<file path="src/logic/i2c_pkg.sv">
/*
 * I2C bus definitions: one bus byte and the byte-level
 * command set shared by the sequencer and the bit engine
 */
`default_nettype none

package i2c_pkg;

	// one byte as it travels on SDA, msb first
	typedef logic [7:0] bus_byte_t;

	// byte-level commands executed by the bit engine
	typedef enum logic [2:0] {
		CMD_IDLE  = 3'd0,	// nothing requested
		CMD_START = 3'd1,	// start or repeated start
		CMD_WRITE = 3'd2,	// eight bits out, ack in
		CMD_READ  = 3'd3,	// eight bits in, ack out
		CMD_STOP  = 3'd4	// stop condition
	} byte_cmd_t;

endpackage

`default_nettype wire

</file>
<file path="src/logic/eeprom_pkg.sv">
/*
 * 24LC04 memory map, record and slot types,
 * control byte and word address helpers
 */
`default_nettype none

package eeprom_pkg;

	localparam int RECORD_BYTES = 10;	// bytes per stored record
	localparam int SLOT_COUNT   = 32;	// slots over both blocks
	localparam int SLOT_STRIDE  = 16;	// memory bytes per slot
	localparam int BLOCK_BYTES  = 256;	// one device block

	localparam int SLOTS_PER_BLOCK = BLOCK_BYTES / SLOT_STRIDE;

	localparam logic [3:0] DEVICE_CODE = 4'b1010;	// fixed 24xx prefix

	// first byte on the bus sits in the top byte
	typedef logic [RECORD_BYTES*8-1:0] record_t;

	typedef logic [$clog2(SLOT_COUNT)-1:0] slot_t;

	// control byte: code, two zero bits, block bit, r/w
	function automatic logic [7:0] control_byte(input slot_t slot, input logic rd);
		logic block_bit;
		block_bit = (int'(slot) / SLOTS_PER_BLOCK) != 0;
		return {DEVICE_CODE, 2'b00, block_bit, rd};
	endfunction

	// word address of a slot inside its block
	function automatic logic [7:0] word_addr(input slot_t slot);
		return 8'((int'(slot) % SLOTS_PER_BLOCK) * SLOT_STRIDE);
	endfunction

endpackage

`default_nettype wire

</file>
<file path="src/logic/i2c_byte_if.sv">
/*
 * Byte command channel between the record sequencer and the I2C bit engine
 */
`timescale 1ns/1ps
`default_nettype none

interface i2c_byte_if;

	i2c_pkg::byte_cmd_t cmd;	// one-cycle strobe, engine idle
	i2c_pkg::bus_byte_t tx_byte;	// byte for CMD_WRITE
	logic               ack_out;	// 1 = acknowledge after CMD_READ

	logic               done;	// one-cycle completion pulse
	i2c_pkg::bus_byte_t rx_byte;	// byte from CMD_READ, valid with done
	logic               nack;	// slave did not acknowledge, valid with done

	modport seq (
		output cmd,
		output tx_byte,
		output ack_out,
		input  done,
		input  rx_byte,
		input  nack
	);

	modport eng (
		input  cmd,
		input  tx_byte,
		input  ack_out,
		output done,
		output rx_byte,
		output nack
	);

endinterface

`default_nettype wire

</file>
<file path="src/logic/i2c_bit_engine.sv">
/*
 * I2C bit engine: quarter-phase SCL generation, open-drain SDA drive,
 * execution of start, write, read and stop byte commands
 */
`timescale 1ns/1ps
`default_nettype none

module i2c_bit_engine #(
	parameter int CLK_DIV = 62	// clk cycles per quarter SCL period
) (
	input  wire logic clk,
	input  wire logic rst_n,
	input  wire logic sda_in,
	output logic      scl,
	output logic      sda_oe,
	i2c_byte_if.eng   eng
);

	localparam int DIV_W = $clog2(CLK_DIV + 1);

	logic [DIV_W-1:0]   div_cnt;
	logic [1:0]         quarter;	// 0,1 scl low; 2,3 scl high
	logic [3:0]         bit_cnt;	// 8 is the ack bit
	logic               active;
	logic               tick;
	logic               last_period;
	logic               oe_bit;	// drive for the low-phase update
	logic               ack_q;
	i2c_pkg::byte_cmd_t cur_cmd;
	i2c_pkg::bus_byte_t shreg;

	assign tick        = active && (div_cnt == DIV_W'(CLK_DIV - 1));
	assign last_period = (cur_cmd == i2c_pkg::CMD_START) || (cur_cmd == i2c_pkg::CMD_STOP) ||
			(bit_cnt == 4'd8);
	assign eng.rx_byte = shreg;

	// SDA level for the coming bit, set in the middle of scl low
	always_comb
	begin
		case (cur_cmd)
			i2c_pkg::CMD_START: oe_bit = 1'b0;	// release so sda is high first
			i2c_pkg::CMD_STOP:  oe_bit = 1'b1;	// pull low before the rising edge
			i2c_pkg::CMD_WRITE: oe_bit = (bit_cnt < 4'd8) ? ~shreg[7] : 1'b0;
			i2c_pkg::CMD_READ:  oe_bit = (bit_cnt < 4'd8) ? 1'b0 : ack_q;
			default:            oe_bit = 1'b0;
		endcase
	end

	always_ff @(posedge clk or negedge rst_n)
	begin
		if (!rst_n)
		begin
			scl      <= 1'b1;
			sda_oe   <= 1'b0;
			active   <= 1'b0;
			cur_cmd  <= i2c_pkg::CMD_IDLE;
			div_cnt  <= '0;
			quarter  <= 2'd0;
			bit_cnt  <= 4'd0;
			eng.done <= 1'b0;
			eng.nack <= 1'b0;
		end
		else
		begin
			eng.done <= 1'b0;
			if (!active)
			begin
				if (eng.cmd != i2c_pkg::CMD_IDLE)
				begin
					active  <= 1'b1;
					cur_cmd <= eng.cmd;
					div_cnt <= '0;
					quarter <= 2'd0;
					bit_cnt <= 4'd0;
					scl     <= 1'b0;	// first low phase
				end
			end
			else if (tick)
			begin
				div_cnt <= '0;
				quarter <= quarter + 2'd1;
				case (quarter)
					2'd0: sda_oe <= oe_bit;
					2'd1: scl <= 1'b1;
					2'd2:
					begin
						// mid-high: start/stop edges and ack sampling
						if (cur_cmd == i2c_pkg::CMD_START)
							sda_oe <= 1'b1;
						else if (cur_cmd == i2c_pkg::CMD_STOP)
							sda_oe <= 1'b0;
						else if (bit_cnt == 4'd8)
							eng.nack <= (cur_cmd == i2c_pkg::CMD_WRITE) && sda_in;
					end
					default:
					begin
						if (last_period)
						begin
							active   <= 1'b0;	// scl stays high when idle
							eng.done <= 1'b1;
						end
						else
						begin
							bit_cnt <= bit_cnt + 4'd1;
							scl     <= 1'b0;
						end
					end
				endcase
			end
			else
				div_cnt <= div_cnt + 1'b1;
		end
	end

	// byte shifter, tx out of the top, rx into the bottom
	always_ff @(posedge clk)
	begin
		if (!active && eng.cmd != i2c_pkg::CMD_IDLE)
		begin
			shreg <= eng.tx_byte;
			ack_q <= eng.ack_out;
		end
		else if (tick && quarter == 2'd2 && bit_cnt < 4'd8 &&
				(cur_cmd == i2c_pkg::CMD_WRITE || cur_cmd == i2c_pkg::CMD_READ))
			shreg <= {shreg[6:0], sda_in};
	end

	// sequencer keeps only one command in flight
	assert property (@(posedge clk) disable iff (!rst_n)
		active |-> eng.cmd == i2c_pkg::CMD_IDLE);

	// data may only move under a high clock for start and stop
	assert property (@(posedge clk) disable iff (!rst_n)
		(sda_oe != $past(sda_oe)) && $past(scl) |->
			(cur_cmd == i2c_pkg::CMD_START || cur_cmd == i2c_pkg::CMD_STOP));

endmodule

`default_nettype wire

</file>
<file path="src/logic/record_sequencer.sv">
/*
 * Record sequencer: page write and random read of 10-byte records,
 * slot pointer, retry after NACK and output record assembly
 */
`timescale 1ns/1ps
`default_nettype none

module record_sequencer (
	input  wire logic                 clk,
	input  wire logic                 rst_n,
	input  wire logic                 write_start,
	input  wire logic                 read_start,
	input  wire eeprom_pkg::record_t  data_in,
	output logic                      busy,
	output logic                      end_o,
	output eeprom_pkg::record_t       data_out,
	i2c_byte_if.seq                   seq
);

	typedef logic [$clog2(eeprom_pkg::RECORD_BYTES)-1:0] byte_idx_t;

	localparam byte_idx_t LAST_BYTE = byte_idx_t'(eeprom_pkg::RECORD_BYTES - 1);
	localparam eeprom_pkg::slot_t LAST_SLOT = eeprom_pkg::slot_t'(eeprom_pkg::SLOT_COUNT - 1);

	typedef enum logic [3:0] {
		S_IDLE,
		S_START,
		S_CTRL,	// control byte, write direction
		S_ADDR,
		S_WDATA,
		S_RESTART,
		S_CTRL_RD,
		S_RDATA,
		S_STOP
	} state_t;

	state_t              state;
	logic                pending;	// command issued, waiting for done
	logic                is_read;
	logic                retry;	// stop closes an aborted attempt
	logic                issue_now;
	logic                abort;
	byte_idx_t           byte_cnt;
	eeprom_pkg::slot_t   wr_slot;
	eeprom_pkg::slot_t   rd_slot;	// last slot written
	eeprom_pkg::slot_t   xact_slot;
	eeprom_pkg::record_t wr_rec;
	eeprom_pkg::record_t rd_rec;
	i2c_pkg::byte_cmd_t  issue_cmd;
	i2c_pkg::bus_byte_t  issue_byte;

	assign xact_slot = is_read ? rd_slot : wr_slot;
	assign issue_now = (state != S_IDLE) && !pending;
	assign abort     = seq.nack && (state == S_CTRL || state == S_ADDR ||
			state == S_WDATA || state == S_CTRL_RD);

	// command and byte belonging to each step
	always_comb
	begin
		issue_cmd  = i2c_pkg::CMD_IDLE;
		issue_byte = '0;
		case (state)
			S_START, S_RESTART: issue_cmd = i2c_pkg::CMD_START;
			S_CTRL:
			begin
				issue_cmd  = i2c_pkg::CMD_WRITE;
				issue_byte = eeprom_pkg::control_byte(xact_slot, 1'b0);
			end
			S_ADDR:
			begin
				issue_cmd  = i2c_pkg::CMD_WRITE;
				issue_byte = eeprom_pkg::word_addr(xact_slot);
			end
			S_WDATA:
			begin
				issue_cmd  = i2c_pkg::CMD_WRITE;
				issue_byte = wr_rec[8*(eeprom_pkg::RECORD_BYTES-1-int'(byte_cnt)) +: 8];
			end
			S_CTRL_RD:
			begin
				issue_cmd  = i2c_pkg::CMD_WRITE;
				issue_byte = eeprom_pkg::control_byte(xact_slot, 1'b1);
			end
			S_RDATA: issue_cmd = i2c_pkg::CMD_READ;
			S_STOP:  issue_cmd = i2c_pkg::CMD_STOP;
			default: issue_cmd = i2c_pkg::CMD_IDLE;
		endcase
	end

	always_ff @(posedge clk or negedge rst_n)
	begin
		if (!rst_n)
		begin
			state    <= S_IDLE;
			pending  <= 1'b0;
			is_read  <= 1'b0;
			retry    <= 1'b0;
			byte_cnt <= '0;
			wr_slot  <= '0;
			rd_slot  <= '0;
			busy     <= 1'b0;
			end_o    <= 1'b0;
			data_out <= '0;
			seq.cmd  <= i2c_pkg::CMD_IDLE;
		end
		else
		begin
			seq.cmd <= i2c_pkg::CMD_IDLE;
			end_o   <= 1'b0;
			if (state == S_IDLE)
			begin
				if (write_start || read_start)
				begin
					is_read <= !write_start;	// write wins a tie
					retry   <= 1'b0;
					busy    <= 1'b1;
					state   <= S_START;
				end
			end
			else if (issue_now)
			begin
				seq.cmd <= issue_cmd;
				pending <= 1'b1;
			end
			else if (seq.done)
			begin
				pending <= 1'b0;
				if (abort)
				begin
					retry <= 1'b1;
					state <= S_STOP;
				end
				else
				begin
					case (state)
						S_START:   state <= S_CTRL;
						S_CTRL:    state <= S_ADDR;
						S_ADDR:
						begin
							byte_cnt <= '0;
							state    <= is_read ? S_RESTART : S_WDATA;
						end
						S_RESTART: state <= S_CTRL_RD;
						S_CTRL_RD:
						begin
							byte_cnt <= '0;
							state    <= S_RDATA;
						end
						S_WDATA, S_RDATA:
						begin
							if (byte_cnt == LAST_BYTE)
								state <= S_STOP;
							else
								byte_cnt <= byte_cnt + 1'b1;
						end
						default:
						begin
							if (retry)
							begin
								retry <= 1'b0;
								state <= S_START;	// whole record again
							end
							else
							begin
								busy  <= 1'b0;
								state <= S_IDLE;
								if (is_read)
								begin
									end_o    <= 1'b1;
									data_out <= rd_rec;
								end
								else
								begin
									rd_slot <= wr_slot;
									wr_slot <= (wr_slot == LAST_SLOT) ? '0 : wr_slot + 1'b1;
								end
							end
						end
					endcase
				end
			end
		end
	end

	// payload path
	always_ff @(posedge clk)
	begin
		if (state == S_IDLE && write_start)
			wr_rec <= data_in;
		if (issue_now)
		begin
			seq.tx_byte <= issue_byte;
			seq.ack_out <= (byte_cnt != LAST_BYTE);	// nack only the last byte
		end
		if (seq.done && state == S_RDATA)
			rd_rec <= {rd_rec[eeprom_pkg::RECORD_BYTES*8-9:0], seq.rx_byte};
	end

	// slot moves only when a write has just finished, and stays in range
	assert property (@(posedge clk) disable iff (!rst_n)
		(wr_slot != $past(wr_slot)) |->
			!busy && !is_read && rd_slot == $past(wr_slot) &&
			int'(wr_slot) < eeprom_pkg::SLOT_COUNT);

endmodule

`default_nettype wire

</file>
<file path="src/logic/eeprom_record_ctrl.sv">
/*
 * Top level of the 24LC04 record controller
 */
`timescale 1ns/1ps
`default_nettype none

module eeprom_record_ctrl #(
	parameter int CLK_DIV = 62	// clk cycles per quarter SCL period
) (
	input  wire logic                clk,
	input  wire logic                rst_n,
	input  wire logic                write_start,
	input  wire logic                read_start,
	input  wire eeprom_pkg::record_t data_in,
	input  wire logic                sda_in,
	output wire logic                scl,
	output wire logic                sda_oe,	// high pulls sda low
	output wire logic                busy,
	output wire logic                end_o,
	output wire eeprom_pkg::record_t data_out
);

	i2c_byte_if u_byte_if ();

	record_sequencer u_record_sequencer (
		.clk         (clk),
		.rst_n       (rst_n),
		.write_start (write_start),
		.read_start  (read_start),
		.data_in     (data_in),
		.busy        (busy),
		.end_o       (end_o),
		.data_out    (data_out),
		.seq         (u_byte_if.seq)
	);

	i2c_bit_engine #(
		.CLK_DIV (CLK_DIV)
	) u_i2c_bit_engine (
		.clk    (clk),
		.rst_n  (rst_n),
		.sda_in (sda_in),
		.scl    (scl),
		.sda_oe (sda_oe),
		.eng    (u_byte_if.eng)
	);

endmodule

`default_nettype wire

</file>
<file path="config.mk">
export PLATFORM = sky130hd
export DESIGN_NAME = eeprom_record_ctrl
export DESIGN_NICKNAME = d
export VERILOG_FILES = /design/src/logic/i2c_pkg.sv /design/src/logic/eeprom_pkg.sv /design/src/logic/i2c_byte_if.sv /design/src/logic/i2c_bit_engine.sv /design/src/logic/record_sequencer.sv /design/src/logic/eeprom_record_ctrl.sv
export SDC_FILE = /design/constraint.sdc
export NUM_CORES = 1
export LEC_CHECK = 0
export BUFFER_PORTS_ARGS = -buffer_cell sky130_fd_sc_hd__buf_2
export CAP_MARGIN = 40
export CORE_MARGIN = 4
export CORE_UTILIZATION = 35
export DETAILED_ROUTE_END_ITERATION = 10
export PLACE_DENSITY_LB_ADDON = 0.25
export SYNTH_ARGS = -nofsm -noshare
export SYNTH_HDL_FRONTEND = slang
export SYNTH_SLANG_ARGS = --single-unit
</file>
<file path="constraint.sdc">
create_clock -name clk -period 5.08 [get_ports clk]
set_clock_uncertainty 0.15 [all_clocks]
set_input_delay 1.016 -clock clk [delete_from_list [all_inputs] [get_ports clk]]
set_output_delay 1.016 -clock clk [all_outputs]
set_load 0.1 [all_outputs]
</file>
After elaboration in Yosys (flattened, before gate mapping)
Cells that the tools add are included.

Shift-type cells: 1. Reduce and logical (&&, ||, !) cells: 52. Bitwise gates (word level): 10. Equality and inequality tests: 33. Order comparisons: 1. Muxes and demuxes: 72. Add/subtract/negate cells: 6.

Operator list (number): 80-bit by 32-bit variable part select with 8-bit output (1); 4-bit two-way mux (12); 1-bit two-way mux (41); 8-bit case mux with 4 select lines (1); 4-bit case mux with 6 select lines (1); 6-bit AND reduction (4); 4-bit AND reduction (5); 6-bit two-way mux (3); 4-bit by 3-bit equality test with 1-bit output (second input constant) (4); 8-bit two-way mux (2); 2-bit inequality test (second input constant) (8); 7-bit AND reduction (2); 4-bit equality test (second input constant) (3); 3-bit case mux with 4 select lines (1); 2-bit nonzero test (6); 1-bit logical AND (10); 5-bit two-way mux (2); 1-bit inverter (10); 4-bit by 1-bit adder with 4-bit output (second input constant) (2); 4-bit by 2-bit equality test with 1-bit output (second input constant) (2); 4-bit case mux with 2 select lines (1); 2-bit AND reduction (4); 2-bit OR reduction (4); 1-bit logical OR (7); other kinds (30) (39).

Register bits after elaboration: 304. Input bits: 85. Logic and storage cells: 201.

Depth between registers and ports, before layout
Gate-level depths: netlist (run 1).

Word-level depth: 9. Mapped depth: 10. Gate-level depth less buffers: 8.

Cells and area by module
Synthesis (run 1) repeated with hierarchy kept, for this count alone.

Cell total of the unflattened synthesis: 705. Area total of the unflattened synthesis: 11801.3 um2.

By module, submodules not included: record_sequencer (area an instance 10226.1 um2, instances 1, cells an instance 551, sequential area each 7727.4 um2); i2c_bit_engine (area an instance 1575.3 um2, instances 1, cells an instance 154, sequential area each 772.0 um2).

Worst setup path before layout (run 1)
Ideal clock, no wire load.

Kind: reg2reg. From: register u_record_sequencer.state[0]. To: register u_record_sequencer.rd_rec[0], enable pin. Arrival time: 4.182 ns. Path slack: 0.229 ns. Period minus slack after synthesis: 4.851 ns. Stages on the path, launching flop included: 4. Required time: 4.411 ns. Buffers on the path: 1. Cells stage by stage: dfrtp_1 clkbuf_1 nand3_1 nor2_1.

Cells in the longest elaborated chain, start to end: 2.

RTL lines: start: declaration (RTL line record_sequencer.sv:37) `state_t state;`; start signal: assignment (RTL line record_sequencer.sv:141) `state <= is_read ? S_RESTART : S_WDATA;`; 4-bit by 3-bit equality test with 1-bit output (RTL line record_sequencer.sv:195) `if (seq.done && state == S_RDATA)`; 1-bit logical AND (RTL line record_sequencer.sv:195); end signal: assignment (RTL line record_sequencer.sv:196) `rd_rec <= {rd_rec[eeprom_pkg::RECORD_BYTES*8-9:0], seq.rx_byte};`; end: declaration (RTL line record_sequencer.sv:48) `eeprom_pkg::record_t rd_rec;`.

No other way between the ends. A chain may end at the register's enable or synchronous reset.

Final worst setup path (run 1)
From: register u_record_sequencer.state[0]. To: register u_record_sequencer.data_out[73].

Cells in the longest elaborated chain, start to end: 7. Elaborated cells between the ends (all ways): 20.

RTL lines: 4-bit by 2-bit equality test with 1-bit output (RTL line record_sequencer.sv:54, record_sequencer.sv:135); 1-bit logical OR (2 in a row) (RTL line record_sequencer.sv:54) `assign abort = seq.nack && (state == S_CTRL || state == S_ADDR ||`; 1-bit logical OR (RTL line record_sequencer.sv:55) `state == S_WDATA || state == S_CTRL_RD);`; 1-bit logical AND (RTL line record_sequencer.sv:54); 1-bit inverter (no line); 7-bit AND reduction (no line) (*); end signal: assignment (RTL line record_sequencer.sv:170) `data_out <= rd_rec;`; end: declaration (RTL line record_sequencer.sv:16) `output eeprom_pkg::record_t data_out,`.

Mark *: on every way between the ends. The rest lies on a longest branch, timed or not.

==> reports/metrics.yaml, run 1 <==
status: "finished clean"
vias_per_cell: 4.67
antenna_found_initial: 0
cts_sinks: 304
crit_type: "flip-flop to flip-flop"
crit_path_max_fanout: 28
grt.overflow.total: 0
avgSynthCellArea_um2: 16.9
chipWidth_um: 191
path_clk_slew_ns: 0.06
dieArea_um2: 36300
rrSetupSlack_ns: 2.12
drtIter0Drc: 370
mostFrequentLayoutCells: "178 x edfxtp_1, 169 x buf_2, 124 x dfrtp_1"
rsz0062_at_grt: "no"
cts_tree: "yes"
use_met2: 0.197
nets: 982
place_congestion: 0.746
synthToLayoutAreaGrowth_pct: 22.2
grt_util_all_layers: 0.123
yosysSeqAreaShare: 0.728
synth.distinct_cells: 55
drv_cap: 0
grt_pass1_vias: 6460
p_leak_uw: 0.00607
htreeDepth: 2
crit_start: "u_record_sequencer.state[0]"
max_slew.worst_pin.slew_ns: 0.880
layout_commonest_cell: "edfxtp_1"
fp-row-count: 66
r2r-start: "u_record_sequencer.state[0]"
endpoint_kind: "flip-flop"
design_area_um2: 14300
dieHeight_um: 191
diodes: 0
cp.arrival_ns: 3.18
required_ns: 5.29
rr_endpoint: "u_record_sequencer.data_out[73]"
port_buffers: 168
post_cts_buffers: 0
r2r_cells: 6
grt_pass1_wl_um: 35600
root_buffer: "clkbuf_16"
finalSetupViolations: 0
critPathLaunchType: "flip-flop"
synthCells: 692
hp-class: "input port to asynchronous set/reset pin"
post_drt_wl_per_cell_um: 16.7
busiest_layer: "met2"
relSlewSlack: 0.413
post-route-period-util: 0.583
worst_slack_ns: 2.12
fmax_mhz: 337
drc: 0
drive_gt1_frac: 0.384
synth_edf_count: 178
yosysWarnings: 0
fin_crit_ns: 2.96
vias: 6315
drtPass1Iterations: 4
core_um2: 32700
vdd_ir_drop_max_mv: 0.197
dp_slack_ns: 2.13
ys_ff_latch: 304
syn-cell-area_um2: 11700
multi_input_area_um2: 2960
cts_buffers: 35
placement.cell_area_um2: 13100
n_fill_cell: 2992
dp_hpwl_um: 15100
final.setup.tns_ns: 0
endpoint: "u_record_sequencer.data_out[73]"
cellPowerDensity_nw_per_um2: 360
io_pins: 169
maxSlewViolCount: 0
initial_core_util: 0.357
use_met3: 0.0297
grt_util_met1: 0.170
regArea_um2: 8500
clock_latency_ns: 0.51
ys.flop_type: "edfxtp_1"
ant_nets: 0
grt_max_degree: 69
async_flop_share: 0.414
postRouteWirelength_um: 22500
hold_viol_final: 0
hold_buffers: 0
synth_nets: 791
clockBufferDepth: 3
postCtsResizedCells: 0
==> sequential cells by signal, summed over array words and instances (netlist names), 4 cells and up <==
signal                          flops
u_i2c_bit_engine.bit_cnt            4
u_i2c_bit_engine.div_cnt            6
u_i2c_bit_engine.eng.rx_byte        8
u_record_sequencer.byte_cnt         4
u_record_sequencer.data_out        80
u_record_sequencer.rd_rec          80
u_record_sequencer.rd_slot          5
u_record_sequencer.seq.tx_byte      8
u_record_sequencer.state            4
u_record_sequencer.wr_rec          80
u_record_sequencer.wr_slot          5
==> through the flow <==
step	power (uW)	std cells	utilization	hold WS, ns
finish	5130	1352	0.436	0.176
global route	5340	1352	0.436	0.149
CTS	5230	1352	0.436	0.150
detailed placement	2720	1288	0.401	0.277
global placement	2710	1281	0.396	0.273
floorplan	2660	692	-	0.250
==> how the worst min path moves through the flow <==
stage                                         startpoint                         endpoint  slack, ns  cells after the start
after floorplan           u_record_sequencer.seq.ack_out           u_i2c_bit_engine.ack_q       0.25                      0
after global placement    u_record_sequencer.seq.ack_out           u_i2c_bit_engine.ack_q       0.27                      0
after detailed placement  u_record_sequencer.seq.ack_out           u_i2c_bit_engine.ack_q       0.28                      0
after CTS                                          rst_n  u_record_sequencer.data_out[72]       0.15                      1
after global routing                               rst_n  u_record_sequencer.data_out[72]       0.15                      1
final                                              rst_n  u_record_sequencer.data_out[72]       0.18                      1
==> final cells by class <==
class / instances / area share
inverters: 17 / 0.00447
well taps: 442 / 0.0388
multi-input cells: 346 / 0.208
flip-flops and latches: 304 / 0.596
repair buffers: 179 / 0.0725
clock buffers: 51 / 0.0706
clock inverters: 13 / 0.0101
==> per-layer routing <==
metal	routed length, um	vias to the layer above	part of all wire
li1	-	2993	-
met1	10300	3136	0.46
met2	10700	153	0.47
met3	1200	33	0.053
met4	388	0	0.017
met5	0	-	0
==> logic make-up (layout without fill, tap and decap cells) <==
| group | after synthesis | count (layout) | share of synthesized area |
|---|---|---|---|
| muxes | 130 | 130 | 0.139 |
| adders and majority gates | 14 | 14 | 0.0150 |
| AOI/OAI and AO/OA | 70 | 70 | 0.0405 |
| and+or+nand+nor | 127 | 127 | 0.0542 |
| buffers and inverters | 42 | 260 | 0.0194 |
| DFF | 304 | 304 | 0.728 |
| xor gates and xnor gates | 5 | 5 | 0.00375 |
==> power by group <==
group          leakage [uW]  switching (uW)  internal (uW)
registers           0.00330               0           2610
logic               0.00221            31.9           26.7
clock network      0.000564             974           1490
==> worst max-delay path, stage by stage (launching register included) <==
cell	delay, ns
dfrtp_1	0.56
nor4_4	0.49
a21oi_1	0.15
nand2_1	0.16
nand4_4	0.46
buf_4	0.47
mux2_1	0.35
==> cells in the mapped netlist, drive strengths merged (2+ instances only) <==
cell type	instances	share of area
a2111oi	2	0.0015
a211oi	3	0.0019
a21boi	3	0.0019
a21oi	8	0.0034
a22o	2	0.0015
and2	3	0.0016
and3	4	0.0021
buf	16	0.011
clkbuf	9	0.0029
dfrtp	125	0.27
edfxtp	178	0.46
ha	14	0.015
inv	17	0.0055
mux2	96	0.093
mux2i	18	0.015
mux4	16	0.031
nand2	50	0.016
nand2b	10	0.0054
nand3	10	0.0043
nand3b	2	0.0013
nand4	2	0.0024
nor2	16	0.0051
nor2b	4	0.0021
nor3	17	0.0073
nor4	3	0.0029
o21ai	26	0.011
o221ai	6	0.0045
o2bb2ai	3	0.0023
o31a	2	0.0015
o31ai	5	0.0032
or2	2	0.0011
xnor2	3	0.0023
xor2	2	0.0015
(Power assumes the default switching activity.)
==> inputs of run 2 (changes only) <==
clock period = 2.8 ns   (was 5.08 ns; I/O delays follow)
==> run 2 against run 1 <==
Against the previous run: combinational power grew 79%; power grew 76%; first-iteration DRC count grew 19%; critical path type unchanged.
==> reports/metrics.yaml, run 2 (synthesis results as in run 1) <==
port_buffers: 168  # unchanged
htreeDepth: 2  # unchanged
ant_nets: 0  # unchanged
cts_tree: "yes"
grt.overflow.total: 0  # unchanged
root_buffer: "clkbuf_16"
regArea_um2: 8500  # unchanged
whs_path_depth: 1
grt_pass1_vias: 6539  # +1.2%
placement.cell_area_um2: 13200  # +0.36%
core_um2: 32700  # unchanged
post-route-period-util: 0.862  # +0.278
nets: 991  # +0.92%
vias: 6407  # +1.5%
antenna_found_initial: 1  # +1
p_total_uw: 9020  # +76%
design_area_um2: 14200  # -0.22%
relSlewSlack: 0.555  # +0.142
r2r_cells: 6  # unchanged
max_slew.worst_pin.slew_ns: 0.661  # -0.218 ns
diodes: 0  # unchanged
drtIter0Drc: 441  # +19%
required_ns: 3.03  # -2.26 ns
vdd_ir_drop_max_mv: 0.454  # +130%
rrSetupSlack_ns: 0.39  # -1.73 ns
pwr-share-comb: 0.012  # about the same
cellPowerDensity_nw_per_um2: 633  # +76%
seqPwrFrac: 0.524  # +0.016
dieArea_um2: 36300  # unchanged
drive_gt1_frac: 0.381  # -0.00267
endpoint_kind: "flip-flop"
drc: 0  # unchanged
status: "finished clean"
mostFrequentLayoutCells: "178 x edfxtp_1, 167 x buf_2, 124 x dfrtp_1"
final.setup.tns_ns: 0  # unchanged
clock_latency_ns: 0.50  # about the same
rsz0062_at_grt: "no"
rr_endpoint: "u_record_sequencer.data_out[77]"
crit_path_max_fanout: 43  # +54%
crit_type: "flip-flop to flip-flop"
vias_per_cell: 4.71  # +0.79%
drv_cap: 0  # unchanged
multi_input_area_um2: 2960  # -0.17%
drtPass1Iterations: 4  # unchanged
r2r-start: "u_record_sequencer.state[0]"
largest_registers: "u_record_sequencer.data_out (80), u_record_sequencer.rd_rec (80), u_record_sequencer.wr_rec (80)"
n_fill_cell: 2959  # -1.1%
postRouteWirelength_um: 22900  # +1.6%
clock_power_share: 0.464  # -0.017
post_cts_buffers: 0  # unchanged
finalSetupViolations: 0  # unchanged
fin_crit_ns: 2.41  # -0.551 ns
io_pins: 169  # unchanged
cts_buffers: 35  # unchanged
holdPathEnd: "u_record_sequencer.wr_rec[31]"
intPower_uw: 7220  # +75%
initial_core_util: 0.357  # unchanged
hold_viol_final: 0  # unchanged
dieHeight_um: 191  # unchanged
maxSlewViolCount: 0  # unchanged
fp-row-count: 66  # unchanged
hold_path_startpoint: "data_in[31]"
cp.arrival_ns: 2.64  # -0.54 ns
layout_commonest_cell: "edfxtp_1"
grt_pass1_wl_um: 36500  # +2.4%
place_congestion: 0.749  # +0.40%
chipWidth_um: 191  # unchanged
hp-class: "input port to flip-flop"
critPathLaunchType: "flip-flop"
crit_start: "u_record_sequencer.state[0]"
synthToLayoutAreaGrowth_pct: 21.9
grt_max_degree: 81  # +17%
fmax_mhz: 414  # +23%
p_leak_uw: 0.00606  # -0.18%
clockBufferDepth: 3  # unchanged
switching_share: 0.199  # +0.00287
cts_sinks: 304  # unchanged
post_drt_wl_per_cell_um: 16.8  # +0.89%
p_sw_uw: 1790  # +78%
dp_hpwl_um: 15200  # +0.45%
grt_util_all_layers: 0.126  # +0.00279
path_clk_slew_ns: 0.06  # about the same
[run 2: power groups by stage]
stage          combinational [uW]  sequential, uW  clock, uW
2_1_floorplan                1.08            4820          0
6_report                      105            4730       4180
3_5_place_dp                  110            4820          0
5_1_grt                       121            4720       4540
4_1_cts                       110            4730       4350
3_3_place_gp                  108            4820          0
[run 2: repair_timing]
| item | 4_1_cts | 5_1_grt |
|---|---|---|
| hold endpoints to repair | 119 | 0 |
| hold buffers | 1 | 0 |
| gates resized for setup | 0 | 0 |
| setup endpoints to repair | 0 | 0 |
[run 2: critical path, cell delays in order, from the launching register on]
cell     delay [ns]
dfrtp_1        0.55
nor4_4         0.51
a21oi_1        0.13
nand2_1        0.16
nand4_4        0.16
buf_12         0.25
mux2_1         0.35
[run 2: worst max-delay path by stage]
stage / slack (ns) / endpoint
3_3_place_gp: 0.45 / u_record_sequencer.state[1]
4_1_cts: 0.41 / u_record_sequencer.data_out[77]
6_report: 0.39 / u_record_sequencer.data_out[77]
2_1_floorplan: 0.02 / u_record_sequencer.seq.tx_byte[3]
3_5_place_dp: 0.41 / u_record_sequencer.data_out[77]
5_1_grt: 0.22 / u_record_sequencer.data_out[77]
[run 2: per-stage QoR]
step / std cells / setup slack, ns / utilization / hold WS, ns
floorplan: 692 / 0.0239 / - / 0.114
CTS: 1361 / 0.409 / 0.435 / 0.0553
global placement: 1295 / 0.453 / 0.402 / 0.264
finish: 1361 / 0.387 / 0.435 / 0.0820
detailed placement: 1296 / 0.407 / 0.402 / 0.259
global route: 1361 / 0.221 / 0.435 / 0.0570
[run 2: routing by layer]
layer  part of all wire  wire length (um)  global-route usage
met5            0.00031                 7                   0
met1               0.46             10500               0.182
met4              0.021               485              0.0356
met2               0.47             10600               0.193
met3              0.052              1190              0.0291
[run 2: final cells by class]
| cell class | count | share of cell area |
|---|---|---|
| inverters | 17 | 0.00448 |
| flip-flops and latches | 304 | 0.597 |
| clock buffers | 52 | 0.0689 |
| repair buffers | 188 | 0.0770 |
| multi-input cells | 346 | 0.208 |
| clock inverters | 12 | 0.00571 |
| well taps | 442 | 0.0389 |
==> inputs of run 3 (changes only) <==
ABC_AREA = 1   (was default)
==> run 3 against run 2 <==
Against the previous run: power rose by 23%; cell count rose by 29%; routed wire length rose by 18%; non-clock buffer count did not move; maximum frequency rose by 2.4%; critical path depth rose by 2; area after synthesis rose by 3.4%; sequential power rose by 13%; critical path type unchanged; critical endpoint is now u_record_sequencer.data_out[24]; largest cell class unchanged; highest routed layer is now met4.
==> reports/metrics.yaml, run 3 <==
rr_endpoint: "u_record_sequencer.data_out[24]"
crit_path_max_fanout: 80  # +86%
design_area_um2: 14600  # +2.7%
chipWidth_um: 194  # +1.6%
largest_registers: "u_record_sequencer.data_out (80), u_record_sequencer.rd_rec (80), u_record_sequencer.wr_rec (80)"
ys_top_cells_by_count: "375 x nand2_1, 178 x edfxtp_1, 157 x nand3_1"
stdcell_count: 1762  # +29%
critPathLaunchType: "flip-flop"
rrSetupSlack_ns: 0.44  # +0.06 ns
async_flop_share: 0.414  # unchanged
cp.arrival_ns: 2.65  # about the same
drv_cap: 0  # unchanged
intPower_uw: 8170  # +13%
core_um2: 33800  # +3.3%
post_drt_wl_per_cell_um: 15.4  # -8.6%
clock_power_share: 0.397  # -0.067
holdPathEnd: "u_record_sequencer.wr_rec[3]"
dieHeight_um: 194  # +1.6%
path_clk_slew_ns: 0.06  # about the same
diodes: 0  # unchanged
grt_pass1_vias: 8230  # +26%
postRouteWirelength_um: 27100  # +18%
fin_crit_ns: 2.36  # -0.0554 ns
drtPass1Iterations: 5  # +1
yosysWarnings: 0  # unchanged
place_inst: 1700  # +31%
fp-row-count: 67  # +1.5%
synth_nets: 1207  # +53%
maxSlewViolCount: 0  # unchanged
avgSynthCellArea_um2: 10.9  # -35%
pwr-share-comb: 0.121  # +0.109
final.setup.tns_ns: 0  # unchanged
drive_gt1_frac: 0.192  # -0.189
endpoint_kind: "flip-flop"
hold_path_startpoint: "data_in[3]"
p_leak_uw: 0.00674  # +11%
synthCells: 1108  # +60%
status: "finished clean"
antenna_found_initial: 0  # -1
synth_area_leaders: "edfxtp_1 44%, dfrtp_1 26%, nand2_1 12%, nand3_1 6.5%, o21ai_0 2.0%"
fmax_mhz: 424  # +2.4%
seqPwrFrac: 0.483  # -0.041
hold_viol_final: 0  # unchanged
vias: 8287  # +29%
synth_top_area_cell: "edfxtp_1"
rsz0062_at_grt: "no"
required_ns: 3.10  # +0.07 ns
cts_buffers: 34  # -2.9%
io_pins: 169  # unchanged
place_congestion: 0.893  # +19%
drc: 0  # unchanged
drtIter0Drc: 577  # +31%
clock_latency_ns: 0.51  # about the same
crit_type: "flip-flop to flip-flop"
dp_hpwl_um: 18000  # +18%
max_slew.worst_pin.slew_ns: 0.844  # +0.183 ns
htreeDepth: 2  # unchanged
post_cts_buffers: 0  # unchanged
mostFrequentLayoutCells: "375 x nand2_1, 178 x edfxtp_1, 167 x buf_2"
cts_sinks: 304  # unchanged
synth_most_common_cell: "nand2_1"
post-route-period-util: 0.842  # -0.0198
synth_edf_count: 178  # unchanged
vdd_ir_drop_max_mv: 0.456  # +0.46%
finalSetupViolations: 0  # unchanged
nets: 1388  # +40%
synth.distinct_cells: 29  # -47%
cellPowerDensity_nw_per_um2: 758  # +20%
vias_per_cell: 4.70  # about the same
hp-class: "input port to flip-flop"
ys_ff_latch: 304  # unchanged
grt_util_all_layers: 0.141  # +0.0154
layout_commonest_cell: "nand2_1"
initial_core_util: 0.357  # about the same
cts_tree: "yes"
whs_path_depth: 1  # unchanged
dieArea_um2: 37500  # +3.2%
relSlewSlack: 0.437  # -0.117
clockBufferDepth: 3  # unchanged
ys.flop_type: "edfxtp_1"
switching_share: 0.263  # +0.0640
synthToLayoutAreaGrowth_pct: 21.2
grt_pass1_wl_um: 44000  # +21%
yosysSeqAreaShare: 0.704  # -0.0237
r2r-start: "u_record_sequencer.state[3]"
grt.overflow.total: 0  # unchanged
r2r_cells: 8  # +2
port_buffers: 168  # unchanged
root_buffer: "clkbuf_16"
ant_nets: 0  # unchanged
placement.cell_area_um2: 13500  # +2.6%
grt_max_degree: 81  # unchanged
syn-cell-area_um2: 12100  # +3.4%
p_sw_uw: 2910  # +62%
yosys.area.top_type_share: 0.443  # -0.0149
run 3: final cells by class:
| type | instances | area (um^2) |
|---|---|---|
| clock buffer | 45 | 943 |
| clock inverter | 16 | 169 |
| fill | 3249 | 19200 |
| inverter | 68 | 255 |
| multi-input combinational | 693 | 3130 |
| sequential | 304 | 8500 |
| tap | 448 | 561 |
| timing repair buffer | 188 | 1060 |
run 3: critical path: stages, from the launching register on:
cell     delay (ns)
dfrtp_1        0.44
nor2_1         0.23
nand2_2        0.18
inv_2          0.14
nor2_4         0.05
nor2_4         0.11
buf_4          0.66
nand3_1        0.19
nand2_1        0.12
run 3: cells by family (layout without fill, tap and decap cells):
group / after synthesis / after routing / share of synthesized area
buffers and inverters: 111 / 317 / 0.0370
AO/OA/AOI/OAI: 66 / 66 / 0.0287
XOR/XNOR: 5 / 5 / 0.00363
adder cells (fa/ha/maj): 14 / 14 / 0.0145
flip-flops: 304 / 304 / 0.704
AND/OR/NAND/NOR: 608 / 608 / 0.212
run 3: worst max path at each step:
stage | startpoint | endpoint | slack (ns) | cells past startpoint
after CTS | u_record_sequencer.state[3] | u_record_sequencer.data_out[24] | 0.42 | 8
after global placement | u_record_sequencer.state[3] | u_record_sequencer.data_out[24] | 0.49 | 8
after detailed placement | u_record_sequencer.state[3] | u_record_sequencer.data_out[24] | 0.42 | 8
final | u_record_sequencer.state[3] | u_record_sequencer.data_out[24] | 0.44 | 8
after global routing | u_record_sequencer.state[1] | u_record_sequencer.data_out[24] | 0.17 | 8
after floorplan | u_record_sequencer.state[3] | u_record_sequencer.wr_rec[0] | 0.12 | 4
run 3: metrics by stage:
step                power (uW)  hold WS [ns]  setup WS (ns)   util
floorplan                 6340         0.114          0.122      -
global placement          6750         0.252          0.492  0.400
detailed placement        6790         0.265          0.420  0.400
CTS                      11200        0.0464          0.421  0.433
global route             11600        0.0502          0.171  0.433
finish                   11100        0.0698          0.443  0.433
run 3: metal layers:
layer  up-vias  wire length [um]  track usage
met5         -                 0            0
met4         0               529       0.0375
met3        41              1630       0.0299
met2       234             12900        0.234
met1      3921             12000        0.191
li1       4091                 -            -
run 3: repair_timing:
action,in CTS,in global routing
endpoints found under the hold margin,30,0
gates resized for setup,0,0
hold buffers,1,0
run 3: power groups by stage:
stage	registers, uW	clock network [uW]	logic (uW)
after floorplan	5440	0	902
after CTS	5350	4530	1360
final	5350	4400	1340
after global placement	5430	0	1320
after global routing	5380	4730	1510
after detailed placement	5440	0	1350
